`config.mk`:
```
export PLATFORM = sky130hd
export DESIGN_NAME = mem_unit
export DESIGN_NICKNAME = d
export VERILOG_FILES = /design/src/rtl/isa_pkg.sv /design/src/rtl/core_pkg.sv /design/src/rtl/mem_unit.sv
export VERILOG_INCLUDE_DIRS = /design/src /design/src/include
export SDC_FILE = /design/constraint.sdc
export NUM_CORES = 1
export LEC_CHECK = 0
export ABC_AREA = 1
export ABC_CLOCK_PERIOD_IN_PS = 2800
export BUFFER_PORTS_ARGS = -buffer_cell sky130_fd_sc_hd__buf_2
export CAP_MARGIN = 20
export CORE_AREA = 3 3 99 101
export DETAILED_ROUTE_END_ITERATION = 8
export DIE_AREA = 0 0 102 104
export GPL_TIMING_DRIVEN = 0
export MAX_ROUTING_LAYER = met4
export PLACE_DENSITY = 0.8
export RECOVER_POWER = 25
export SETUP_SLACK_MARGIN = 0.2
export SLEW_MARGIN = 20
export SYNTH_ARGS = -nofsm -noshare
export SYNTH_HDL_FRONTEND = slang
export SYNTH_SLANG_ARGS = --single-unit
```
`constraint.sdc`:
```
create_clock -name clk -period 2.8 [get_ports clk]
set_input_delay 0.14 -clock clk [delete_from_list [all_inputs] [get_ports clk]]
set_output_delay 0.14 -clock clk [all_outputs]
set_load 0.02 [all_outputs]
```
`src/include/core_config.svh`:
```
`ifndef CORE_CONFIG_SVH
`define CORE_CONFIG_SVH

// half-word pc, one bit below the instruction word address
`define CORE_PC_W 14
`define CORE_IADDR_W 13
`define CORE_DADDR_W 17

`define CORE_XLEN 32
`define CORE_NREG 32
`define CORE_REG_W 5

// wait window entries
`define CORE_WIN_DEPTH 3

`endif

```
`src/rtl/isa_pkg.sv`:
```
`include "core_config.svh"

package isa_pkg;

	typedef enum logic [5:0] {
		OP_NOP  = 6'd0,
		OP_ADD  = 6'd1,
		OP_SUB  = 6'd2,
		OP_AND  = 6'd3,
		OP_OR   = 6'd4,
		OP_ADDI = 6'd5,
		OP_LW   = 6'd6,
		OP_SW   = 6'd7
	} op_e;

	// register form of the low half
	typedef struct packed {
		logic [`CORE_REG_W-1:0] rt;
		logic [10:0]            spare;
	} instr_rlo_t;

	// rt sits in the top bits of the immediate
	typedef union packed {
		logic [15:0] imm;
		instr_rlo_t  r;
	} instr_lo_t;

	typedef struct packed {
		op_e                    opcode;
		logic [`CORE_REG_W-1:0] rd;
		logic [`CORE_REG_W-1:0] rs;
		instr_lo_t              lo;
	} instr_t;

endpackage

```
`src/rtl/core_pkg.sv`:
```
`include "core_config.svh"

package core_pkg;

	typedef enum logic {
		FS_BEGIN  = 1'b0,
		FS_NORMAL = 1'b1
	} fetch_state_e;

	typedef enum logic [1:0] {
		UNIT_NONE = 2'd0,
		UNIT_ALU  = 2'd1,
		UNIT_MEM  = 2'd2
	} unit_e;

	// flags mark real dependences only, register 0 never sets one
	typedef struct packed {
		logic [`CORE_PC_W-1:0]  pc;
		isa_pkg::op_e           op;
		logic [`CORE_REG_W-1:0] rs;
		logic [`CORE_REG_W-1:0] rt;
		logic [`CORE_REG_W-1:0] rd;
		logic [`CORE_XLEN-1:0]  imm;
		unit_e                  unit;
		logic                   uses_rs;
		logic                   uses_rt;
		logic                   writes_rd;
	} uop_t;

	// instr[0] is the upper half of the fetched word
	typedef struct packed {
		isa_pkg::instr_t [1:0] instr;
		logic [1:0]            valid;
		logic [`CORE_PC_W-1:0] pc;
	} fetch_pair_t;

	typedef struct packed {
		logic                  valid;
		uop_t                  uop;
		logic [`CORE_XLEN-1:0] rs_val;
		logic [`CORE_XLEN-1:0] rt_val;
	} issue_t;

	typedef struct packed {
		logic                   valid;
		logic [`CORE_REG_W-1:0] rd;
		logic [`CORE_XLEN-1:0]  data;
	} wb_t;

endpackage

```
`src/rtl/mem_unit.sv`:
```
`timescale 1ns/1ps
`include "core_config.svh"

module mem_unit (
	input  logic                      clk,
	input  logic                      rstn,
	input  core_pkg::issue_t          i_issue,
	input  logic [`CORE_XLEN-1:0]     i_drdata,
	output logic [`CORE_DADDR_W-1:0]  o_daddr,
	output logic [`CORE_XLEN-1:0]     o_dwdata,
	output logic                      o_den,
	output logic                      o_dwe,
	output core_pkg::wb_t             o_wb
);

	logic [`CORE_XLEN-1:0] addr;
	logic ld_valid;
	logic [`CORE_REG_W-1:0] ld_rd;

	// word address, upper bits of the sum dropped
	assign addr = i_issue.rs_val + i_issue.uop.imm;

	always_ff @(posedge clk) begin
		o_daddr <= addr[`CORE_DADDR_W-1:0];
		o_dwdata <= i_issue.rt_val;
		ld_rd <= i_issue.uop.rd;
		// read data lands the cycle after o_den
		o_wb.rd <= ld_rd;
		o_wb.data <= i_drdata;
		if (!rstn) begin
			o_den <= 1'b0;
			o_dwe <= 1'b0;
			ld_valid <= 1'b0;
			o_wb.valid <= 1'b0;
		end else begin
			o_den <= i_issue.valid;
			o_dwe <= i_issue.valid && i_issue.uop.op == isa_pkg::OP_SW;
			ld_valid <= i_issue.valid && i_issue.uop.op == isa_pkg::OP_LW
				&& i_issue.uop.writes_rd;
			o_wb.valid <= ld_valid;
		end
	end

endmodule

```
==> results of run 1 <==
cell usage in the layout (no fill, tap or decap), types with 5 or more instances in the layout:
| cell type | count |
|---|---|
| dfxtp_1 | 95 |
| buf_2 | 199 |
| ha_1 | 16 |
| nand2_1 | 88 |
| nand2_2 | 9 |
| nand3_1 | 10 |
| inv_1 | 43 |
| xor2_1 | 5 |
| nor2_1 | 9 |
| a21oi_1 | 8 |
| clkbuf_8 | 9 |
| dlygate4sd3_1 | 74 |
cell type report:
class                   count  area share
inverters                  47     0.03502
multi-input cells         160      0.1766
clock inverters             6     0.01093
diodes                      1   0.0004968
repair buffers            275      0.3465
well taps                 111     0.02757
flip-flops and latches     95      0.3775
clock buffers              10     0.02534
path summary, 6_finish.rpt:
check / to / slack, ps / cells past startpoint
worst max register to register: o_wb[37] / 2320 / 2
worst min-delay path: o_den / 50 / 3
worst max-delay path: o_daddr[16] / 1020 / 12
worst min register to register: o_wb[36] / 340 / 0
kinds of logic (layout without fill, tap and decap cells):
group,after synthesis,count (layout)
flops,95,95
compound gates,8,8
fa+ha+maj,17,17
buf+inv,47,338
xor+xnor,8,8
other cells,0,1
simple gates,127,127
sequential cells by signal, indices dropped and copies added (netlist names):
signal / count
o_wb: 38
o_dwe: 1
o_dwdata: 32
o_daddr: 17
o_den: 1
ld_valid: 1
ld_rd: 5
power by group through the flow:
stage	sequential, mW	combinational, mW	clock [mW]
3_5_place_dp	1.51	0.540	0
2_1_floorplan	1.64	0.174	0
5_1_grt	1.49	0.685	0.945
3_3_place_gp	1.51	0.535	0
6_report	1.48	0.624	0.835
4_1_cts	1.48	0.624	0.878
critical path, cell delays in order:
cell and delay (ps):
dlygate4sd3_1 530, buf_2 120, ha_1 200, fa_1 410, nand2_1 80, nand2_1 90, nand3_1 110, nand2_2 90
nand2_1 90, nand2_1 50, nand2_1 50, nand2_1 40
metal layers:
| layer | track usage | share of wire |
|---|---|---|
| met3 | 0.1167 | 0.13 |
| met2 | 0.3189 | 0.49 |
| met1 | 0.1876 | 0.37 |
| met5 | - | 0 |
| met4 | 0.06560 | 0.018 |
stage by stage:
stage                     cell area, µm²  power (mW)
final                               5037       2.938
after global placement              4113       2.043
after global routing                5037       3.119
after CTS                           5036       2.981
after floorplan                     2968       1.817
after detailed placement            4113       2.049
timing repair:
| item | in CTS | in global routing |
|---|---|---|
| hold endpoints to repair | 72 | 0 |
| hold buffers | 74 | 0 |
| setup endpoints to repair | 0 | 0 |
==> out/summary.txt, run 1 <==
CTS max path bufs: 2
gp weighted congestion: 0.8327
mux contribution to synthesized area: 0
Yosys top cell by area: dfxtp_1
post-synthesis compound-gate area fraction: 0.01349
final setup slack of the worst path: 1024 ps
total power divided by cell area: 583.3 nW/µm²
setup bufs post-CTS: 0
worst flop-to-flop path startpoint: ld_valid
initial drt markers: 66
I/O pin count: 260
Die X: 102 µm
Clk Latency, worst-skew pair: 340 ps
via-per-instance ratio: 4.138
crit share post-route: 0.6342
Worst Setup End Kind: register
Psw: 0.8768 mW
P&R area growth vs syn: 69.73%
via count: 2917
CTS tree: yes
Avg Cell Area, Syn: 9.827 µm²
EDFF count, synth: 0
CTS root buf: clkbuf_8
FFs w/ async S/R, synth: 0
DR pass1 iterations: 4
hold crit path type: input pin to register
drt wl/cell: 14.23 µm
Placed Cells: 614
vias in the first global route: 3065
maxcap violations: 0
Hold Path Origin: i_issue[136]
worst hold slack: 47.23 ps
unrepaired setup endpoints after global routing: no
Yosys cell types: 17
Max-slew headroom: 0.8440
YS warnings: 0
I/O Buffers: 201
CTS Sinks: 95
Seq/Total Area, Yosys: 0.6408
Routed Antenna Nets: 0
maximum vdd drop: 220.3 µV
Pint: 2.062 mW
clk_skew: 1.604 ps
nets@finish: 776
total core area: 9109 µm²
min Tclk post-route: 1776 ps
area of the multi-input gates: 889.6 µm²
Detailed Route WL: 10030 µm
critical path class: input pin to register
Simple-Gate Fraction of Synth Area: 0.1884
Switching Share: 0.2984
net count after synthesis: 490
Top FF cell, synth: dfxtp_1
Yosys reg bits: 95
Reg clk slew, reported paths: 90 ps
Max Freq: 563.2 MHz
CP startpoint: i_issue[69]
Clock Power Share: 0.284
TritonCTS buffer count: 9
Synth Area in Adders: 0.07420
initial antenna violation count: 1
setup TNS: 0 ps
Worst-Margin Slew: 231.8 ps
initial core utilization: 0.3258
Layout Cells excl Fill: 705
LEAKAGE: 2.731 nW
crit start category: input pin
die height: 104 µm
power share of the sequential group: 0.503
synth cell count leaders: dfxtp_1, nand2_1, inv_1
largest family of logic cells by synthesized area: simple AND/OR/NAND/NOR gates
Comb power frac: 0.212
Fin. Hold Viols: 0
Total GRT Usage: 0.1942
status: completed
Data required, critical path: 3040 ps
fin util: 0.5530
share of the synthesized area in the top cell type: 0.6408
PostCTS Resize Cnt: 0
layout cell share with drive strength beyond 1: 0.3912
Post-Synthesis Cells: 302
DRC: 0
WP data arrival: 2010 ps
crit-path max FO: 3
GRT overflow: 0
Detailed Place HPWL: 7082 µm
XOR/XNOR Fraction of Synth Area: 0.02361
fin. max-slew vios: 0
top-count cell post-synth: dfxtp_1
Area contributors post-synth: dfxtp_1, nand2_1, ha_1, inv_1, nand2_2
Reg area: 1902 µm²
htree depth: 3
pre-CTS WS: 1185 ps
first-pass GRT wire length: 15180 µm
# setup viols final: 0
Netlist Area Pre-Place: 2968 µm²
number of fill cells in the layout: 783
largest net degree at the start of global routing: 18
die area: 10610 µm²
placement row count: 35
Note: power is estimated with default switching activity, not from simulation.
==> run 2, diff against run 1 <==
- ABC_AREA: 1 -> 0
- ABC_CLOCK_PERIOD_IN_PS: 2800 -> 1900
- PLACE_DENSITY: 0.8 -> 0.77
- clock period: 2.8 -> 1.9 ns (I/O delays scaled with it)
==> out/summary.txt, run 2 <==
Post-Synthesis Cells: 200
number of fill cells in the layout: 775
P&R area growth vs syn: 78.39%
Avg Cell Area, Syn: 13.52 µm²
Comb power frac: 0.202
final setup slack of the worst path: 264.8 ps
power share of the sequential group: 0.491
Worst-Margin Slew: 400.5 ps
Largest Register: o_wb
initial core utilization: 0.2968
CP Buf/Inv Count: 1
largest net degree at the start of global routing: 19
setup bufs post-CTS: 0
initial drt markers: 55
CP startpoint: i_issue[32]
LEAKAGE: 2.377 nW
crit start category: input pin
Yosys reg bits: 95
fin. max-slew vios: 0
Placed Cells: 512
Psw: 1.261 mW
hold crit path type: input pin to register
WP data arrival: 1920 ps
CTS Sinks: 95
# setup viols final: 0
YS warnings: 0
Worst Hold Path Cells: 3
Switching Share: 0.2825
Yosys cell types: 38
I/O pin count: 260
Seq/Total Area, Yosys: 0.7034
CTS max path bufs: 2
vias in the first global route: 2745
Hold Path Origin: i_issue[121]
worst flop-to-flop path startpoint: ld_valid
Clock Power Share: 0.307
DR pass1 iterations: 4
CTS root buf: clkbuf_8
I/O Buffers: 201
Max Freq: 611.6 MHz
Die X: 102 µm
maxcap violations: 0
pre-CTS WS: -153.0 ps
Pint: 3.203 mW
synth cell count leaders: dfxtp_1, ha_1, a21oi_1
Levels on crit path: 8
clk_skew: 4.632 ps
TritonCTS buffer count: 9
Yosys top cell by area: dfxtp_1
Netlist Area Pre-Place: 2704 µm²
initial antenna violation count: 0
Detailed Route WL: 8521 µm
DRC: 0
CP max stage cell: fa_1
net count after synthesis: 388
htree depth: 3
maximum vdd drop: 399.7 µV
status: completed
critical path's top delay family: compound AO/OA/AOI/OAI gates
share of the synthesized area in the top cell type: 0.7034
via-per-instance ratio: 4.300
via count: 2593
die height: 104 µm
first-pass GRT wire length: 12940 µm
min Tclk post-route: 1635 ps
nets@finish: 675
flop2flop setup slack: 1360 ps
max FFs per register: 38
Layout Cells excl Fill: 603
Top FF cell, synth: dfxtp_1
total core area: 9109 µm²
worst hold slack: 37.09 ps
Worst Setup End Kind: register
layout cell share with drive strength beyond 1: 0.4593
biggest regs: o_wb (38), o_dwdata (32), o_daddr (17)
die area: 10610 µm²
GRT overflow: 0
CTS tree: yes
drt wl/cell: 14.13 µm
Max-slew headroom: 0.7314
n_diodes: 0
Routed Antenna Nets: 0
crit-path max FO: 3
top-count cell post-synth: dfxtp_1
crit share post-route: 0.8606
Fin. Hold Viols: 0
Max stage delay on crit path: 450 ps
Clk Latency, worst-skew pair: 350 ps
Worst Reg-to-Reg Cells: 1
placement row count: 35
unrepaired setup endpoints after global routing: no
most common cell after layout, fill and taps aside: buf_2
critical path class: input pin to register
gp weighted congestion: 0.8210
Tot Pwr: 4.464 mW
critical path cell sequence: buf_2 > ha_1 > fa_1 > a211oi_2 > o21ai_1 > a211o_1 > a21oi_2 > xnor2_1
Area contributors post-synth: dfxtp_1, ha_1, xnor2_1, a21oi_1, xor2_1
Data required, critical path: 2190 ps
Reg clk slew, reported paths: 100 ps
most frequent cells in the layout: buf_2, dfxtp_1, dlygate4sd3_1
Detailed Place HPWL: 5823 µm
EDFF count, synth: 0
Total GRT Usage: 0.1620
total power divided by cell area: 925.6 nW/µm²
FFs w/ async S/R, synth: 0
run 2: changes by cell type after synthesis, moves of 6 or more:
| cell | change |
|---|---|
| o21ai_0 | +6 |
| nand3_1 | -8 |
| nand2_2 | -9 |
| inv_1 | -41 |
| nand2_1 | -82 |
| xnor2_1 | +7 |
run 2: power by group through the flow:
stage / clock, mW / combinational (mW) / sequential (mW)
after floorplan: 0 / 0.227 / 2.44
after global placement: 0 / 0.761 / 2.23
after detailed placement: 0 / 0.770 / 2.24
after CTS: 1.42 / 0.898 / 2.19
after global routing: 1.50 / 0.972 / 2.21
final: 1.37 / 0.904 / 2.19
run 2: repair_timing:
action,in CTS,in global routing
setup endpoints to repair,0,1
hold endpoints to repair,75,0
hold buffers,75,0
resized for setup,0,1
run 2: path summary, 6_finish.rpt:
check                              endpoint
worst min-delay path                  o_dwe
worst max register to register     o_wb[37]
worst max-delay path            o_daddr[14]
worst min register to register     o_wb[34]
run 2: area by class of cell:
type | instances | area [µm²] | share of cell area
Sequential cell | 95 | 1902 | 0.3943
Timing Repair Buffer | 276 | 1757 | 0.3642
Multi-Input combinational cell | 101 | 799.5 | 0.1658
Tap cell | 111 | 138.9 | 0.02879
Clock buffer | 9 | 123.9 | 0.02568
Clock inverter | 7 | 87.58 | 0.01816
Buffer | 2 | 7.507 | 0.001556
Inverter | 2 | 7.507 | 0.001556
run 2: logic make-up (layout without fill, tap and decap cells):
| logic type | Yosys count | in the layout | synth area share |
|---|---|---|---|
| and+or+nand+nor | 24 | 24 | 0.04952 |
| AOI/OAI and AO/OA | 44 | 44 | 0.1083 |
| DFF | 95 | 95 | 0.7034 |
| buffers and inverters | 4 | 296 | 0.005555 |
| adders and majority gates | 17 | 17 | 0.08144 |
| xor gates and xnor gates | 16 | 16 | 0.05183 |
run 2: stage by stage:
step	utilization	instance area (µm²)	TNS (ps)
6_report	0.5295	4823	0
4_1_cts	0.5287	4816	0
3_3_place_gp	0.4231	3854	-226.4
2_1_floorplan	-	2709	0
3_5_place_dp	0.4231	3854	-286.8
5_1_grt	0.5295	4823	0
run 2: per-layer routing:
metal  global-route usage  vias up  routed length, µm
li1                     -     1270                  -
met1               0.1417     1162               2842
met2               0.3018      130               4627
met3              0.03957       31                695
met4              0.09653        0                354
met5                    -        -                  0
==> run 3, diff against run 2 <==
- PLACE_DENSITY: 0.77 -> 0.73
==> out/summary.txt, run 3 (synthesis gave the netlist of run 2 again) <==
Max Freq: 609.2 MHz
gp weighted congestion: 0.7332
initial core utilization: 0.2968
first-pass GRT wire length: 12940 µm
nets@finish: 675
total core area: 9109 µm²
critical path cell sequence: buf_2 > ha_1 > fa_1 > a211oi_2 > o21ai_1 > a211o_1 > a21oi_2 > xnor2_1
Fin. Hold Viols: 0
most common cell after layout, fill and taps aside: buf_2
most frequent cells in the layout: buf_2, dfxtp_1, dlygate4sd3_1
LEAKAGE: 2.362 nW
initial antenna violation count: 0
via-per-instance ratio: 4.254
max FFs per register: 38
via count: 2565
critical path class: input pin to register
min Tclk post-route: 1642 ps
largest net degree at the start of global routing: 18
Max stage delay on crit path: 440 ps
Placed Cells: 512
clk_skew: 6.736 ps
htree depth: 3
CTS root buf: clkbuf_8
Layout Cells excl Fill: 603
Worst-Margin Slew: 365.0 ps
Clk Latency, worst-skew pair: 340 ps
Total GRT Usage: 0.1618
Largest Register: o_wb
P&R area growth vs syn: 78.16%
CP max stage cell: fa_1
TritonCTS buffer count: 9
crit share post-route: 0.8640
placement row count: 35
maximum vdd drop: 428.5 µV
WP data arrival: 1920 ps
Reg clk slew, reported paths: 100 ps
DRC: 0
CTS tree: yes
I/O Buffers: 201
initial drt markers: 63
status: completed
fin util: 0.5288
biggest regs: o_wb (38), o_dwdata (32), o_daddr (17)
total power divided by cell area: 918.9 nW/µm²
Routed Antenna Nets: 0
Detailed Place HPWL: 5953 µm
Die X: 102 µm
Worst Setup End Kind: register
Data required, critical path: 2180 ps
I/O pin count: 260
die height: 104 µm
hold crit path type: input pin to register
DR pass1 iterations: 4
unrepaired setup endpoints after global routing: yes
maxcap violations: 0
setup TNS: 0 ps
CTS Sinks: 95
fin. max-slew vios: 0
layout cell share with drive strength beyond 1: 0.4593
Max-slew headroom: 0.7541
# setup viols final: 0
die area: 10610 µm²
vias in the first global route: 2708
crit start category: input pin
GRT overflow: 0
crit-path max FO: 3
CTS max path bufs: 2
n_diodes: 0
drt wl/cell: 14.44 µm
Detailed Route WL: 8710 µm
-- run 3: changes by cell type in the layout (fill, tap and decap cells not counted), sizes merged --
cell,before,now
clkinv,3,1
inv,5,4
clkinvlp,0,3
-- run 3: stage by stage --
step	setup slack [ps]	area (µm²)	power, mW	hold slack (ps)
finish	258.5	4817	4.426	44.62
global route	199.2	4817	4.617	38.76
CTS	247.8	4810	4.461	26.53
detailed placement	-129.0	3854	3.009	198.6
global placement	-147.6	3854	2.997	197.6
floorplan	202.0	2709	2.671	122.7
-- run 3: critical path, delay by kind of cell --
family	cells	cell delay, ps
xor gates and xnor gates	1	130
adders and majority gates	2	670
buffers and inverters	1	100
AOI/OAI and AO/OA	4	920
-- run 3: worst paths after layout --
check,slack [ps],cells past startpoint,from,endpoint
hold reg to reg,330,0,ld_rd[0],o_wb[32]
setup reg to reg,1350,1,ld_valid,o_wb[37]
hold / removal,40,2,i_issue[70],o_daddr[1]
setup / recovery,260,8,i_issue[32],o_daddr[14]
-- run 3: power by group --
| group | switching, mW | total (mW) | internal [mW] |
|---|---|---|---|
| Clock | 0.712 | 1.34 | 0.624 |
| Combinational | 0.491 | 0.901 | 0.410 |
| Sequential | 0.0369 | 2.19 | 2.15 |
| Total | 1.24 | 4.43 | 3.19 |
-- run 3: layer usage --
layer / global-route usage / share of wire / vias up
li1: - / - / 1266
met3: 0.05164 / 0.087 / 20
met4: 0.06654 / 0.027 / 0
met2: 0.3022 / 0.54 / 121
met1: 0.1465 / 0.34 / 1158
met5: - / 0 / -
-- run 3: layout make-up --
cell class,instances,area (µm²)
repair buffers,276,1757
plain buffers,2,7.507
clock inverters,7,81.33
flip-flops and latches,95,1902
well taps,111,138.9
inverters,2,7.507
fillers,788,4292
multi-input cells,101,799.5
clock buffers,9,123.9
-- run 3: what timing repair did --
item                       CTS  global route
gates resized for setup      0             1
hold endpoints to repair    74             0
buffers inserted             0             0
setup endpoints to repair    0             2
hold buffers                75             0
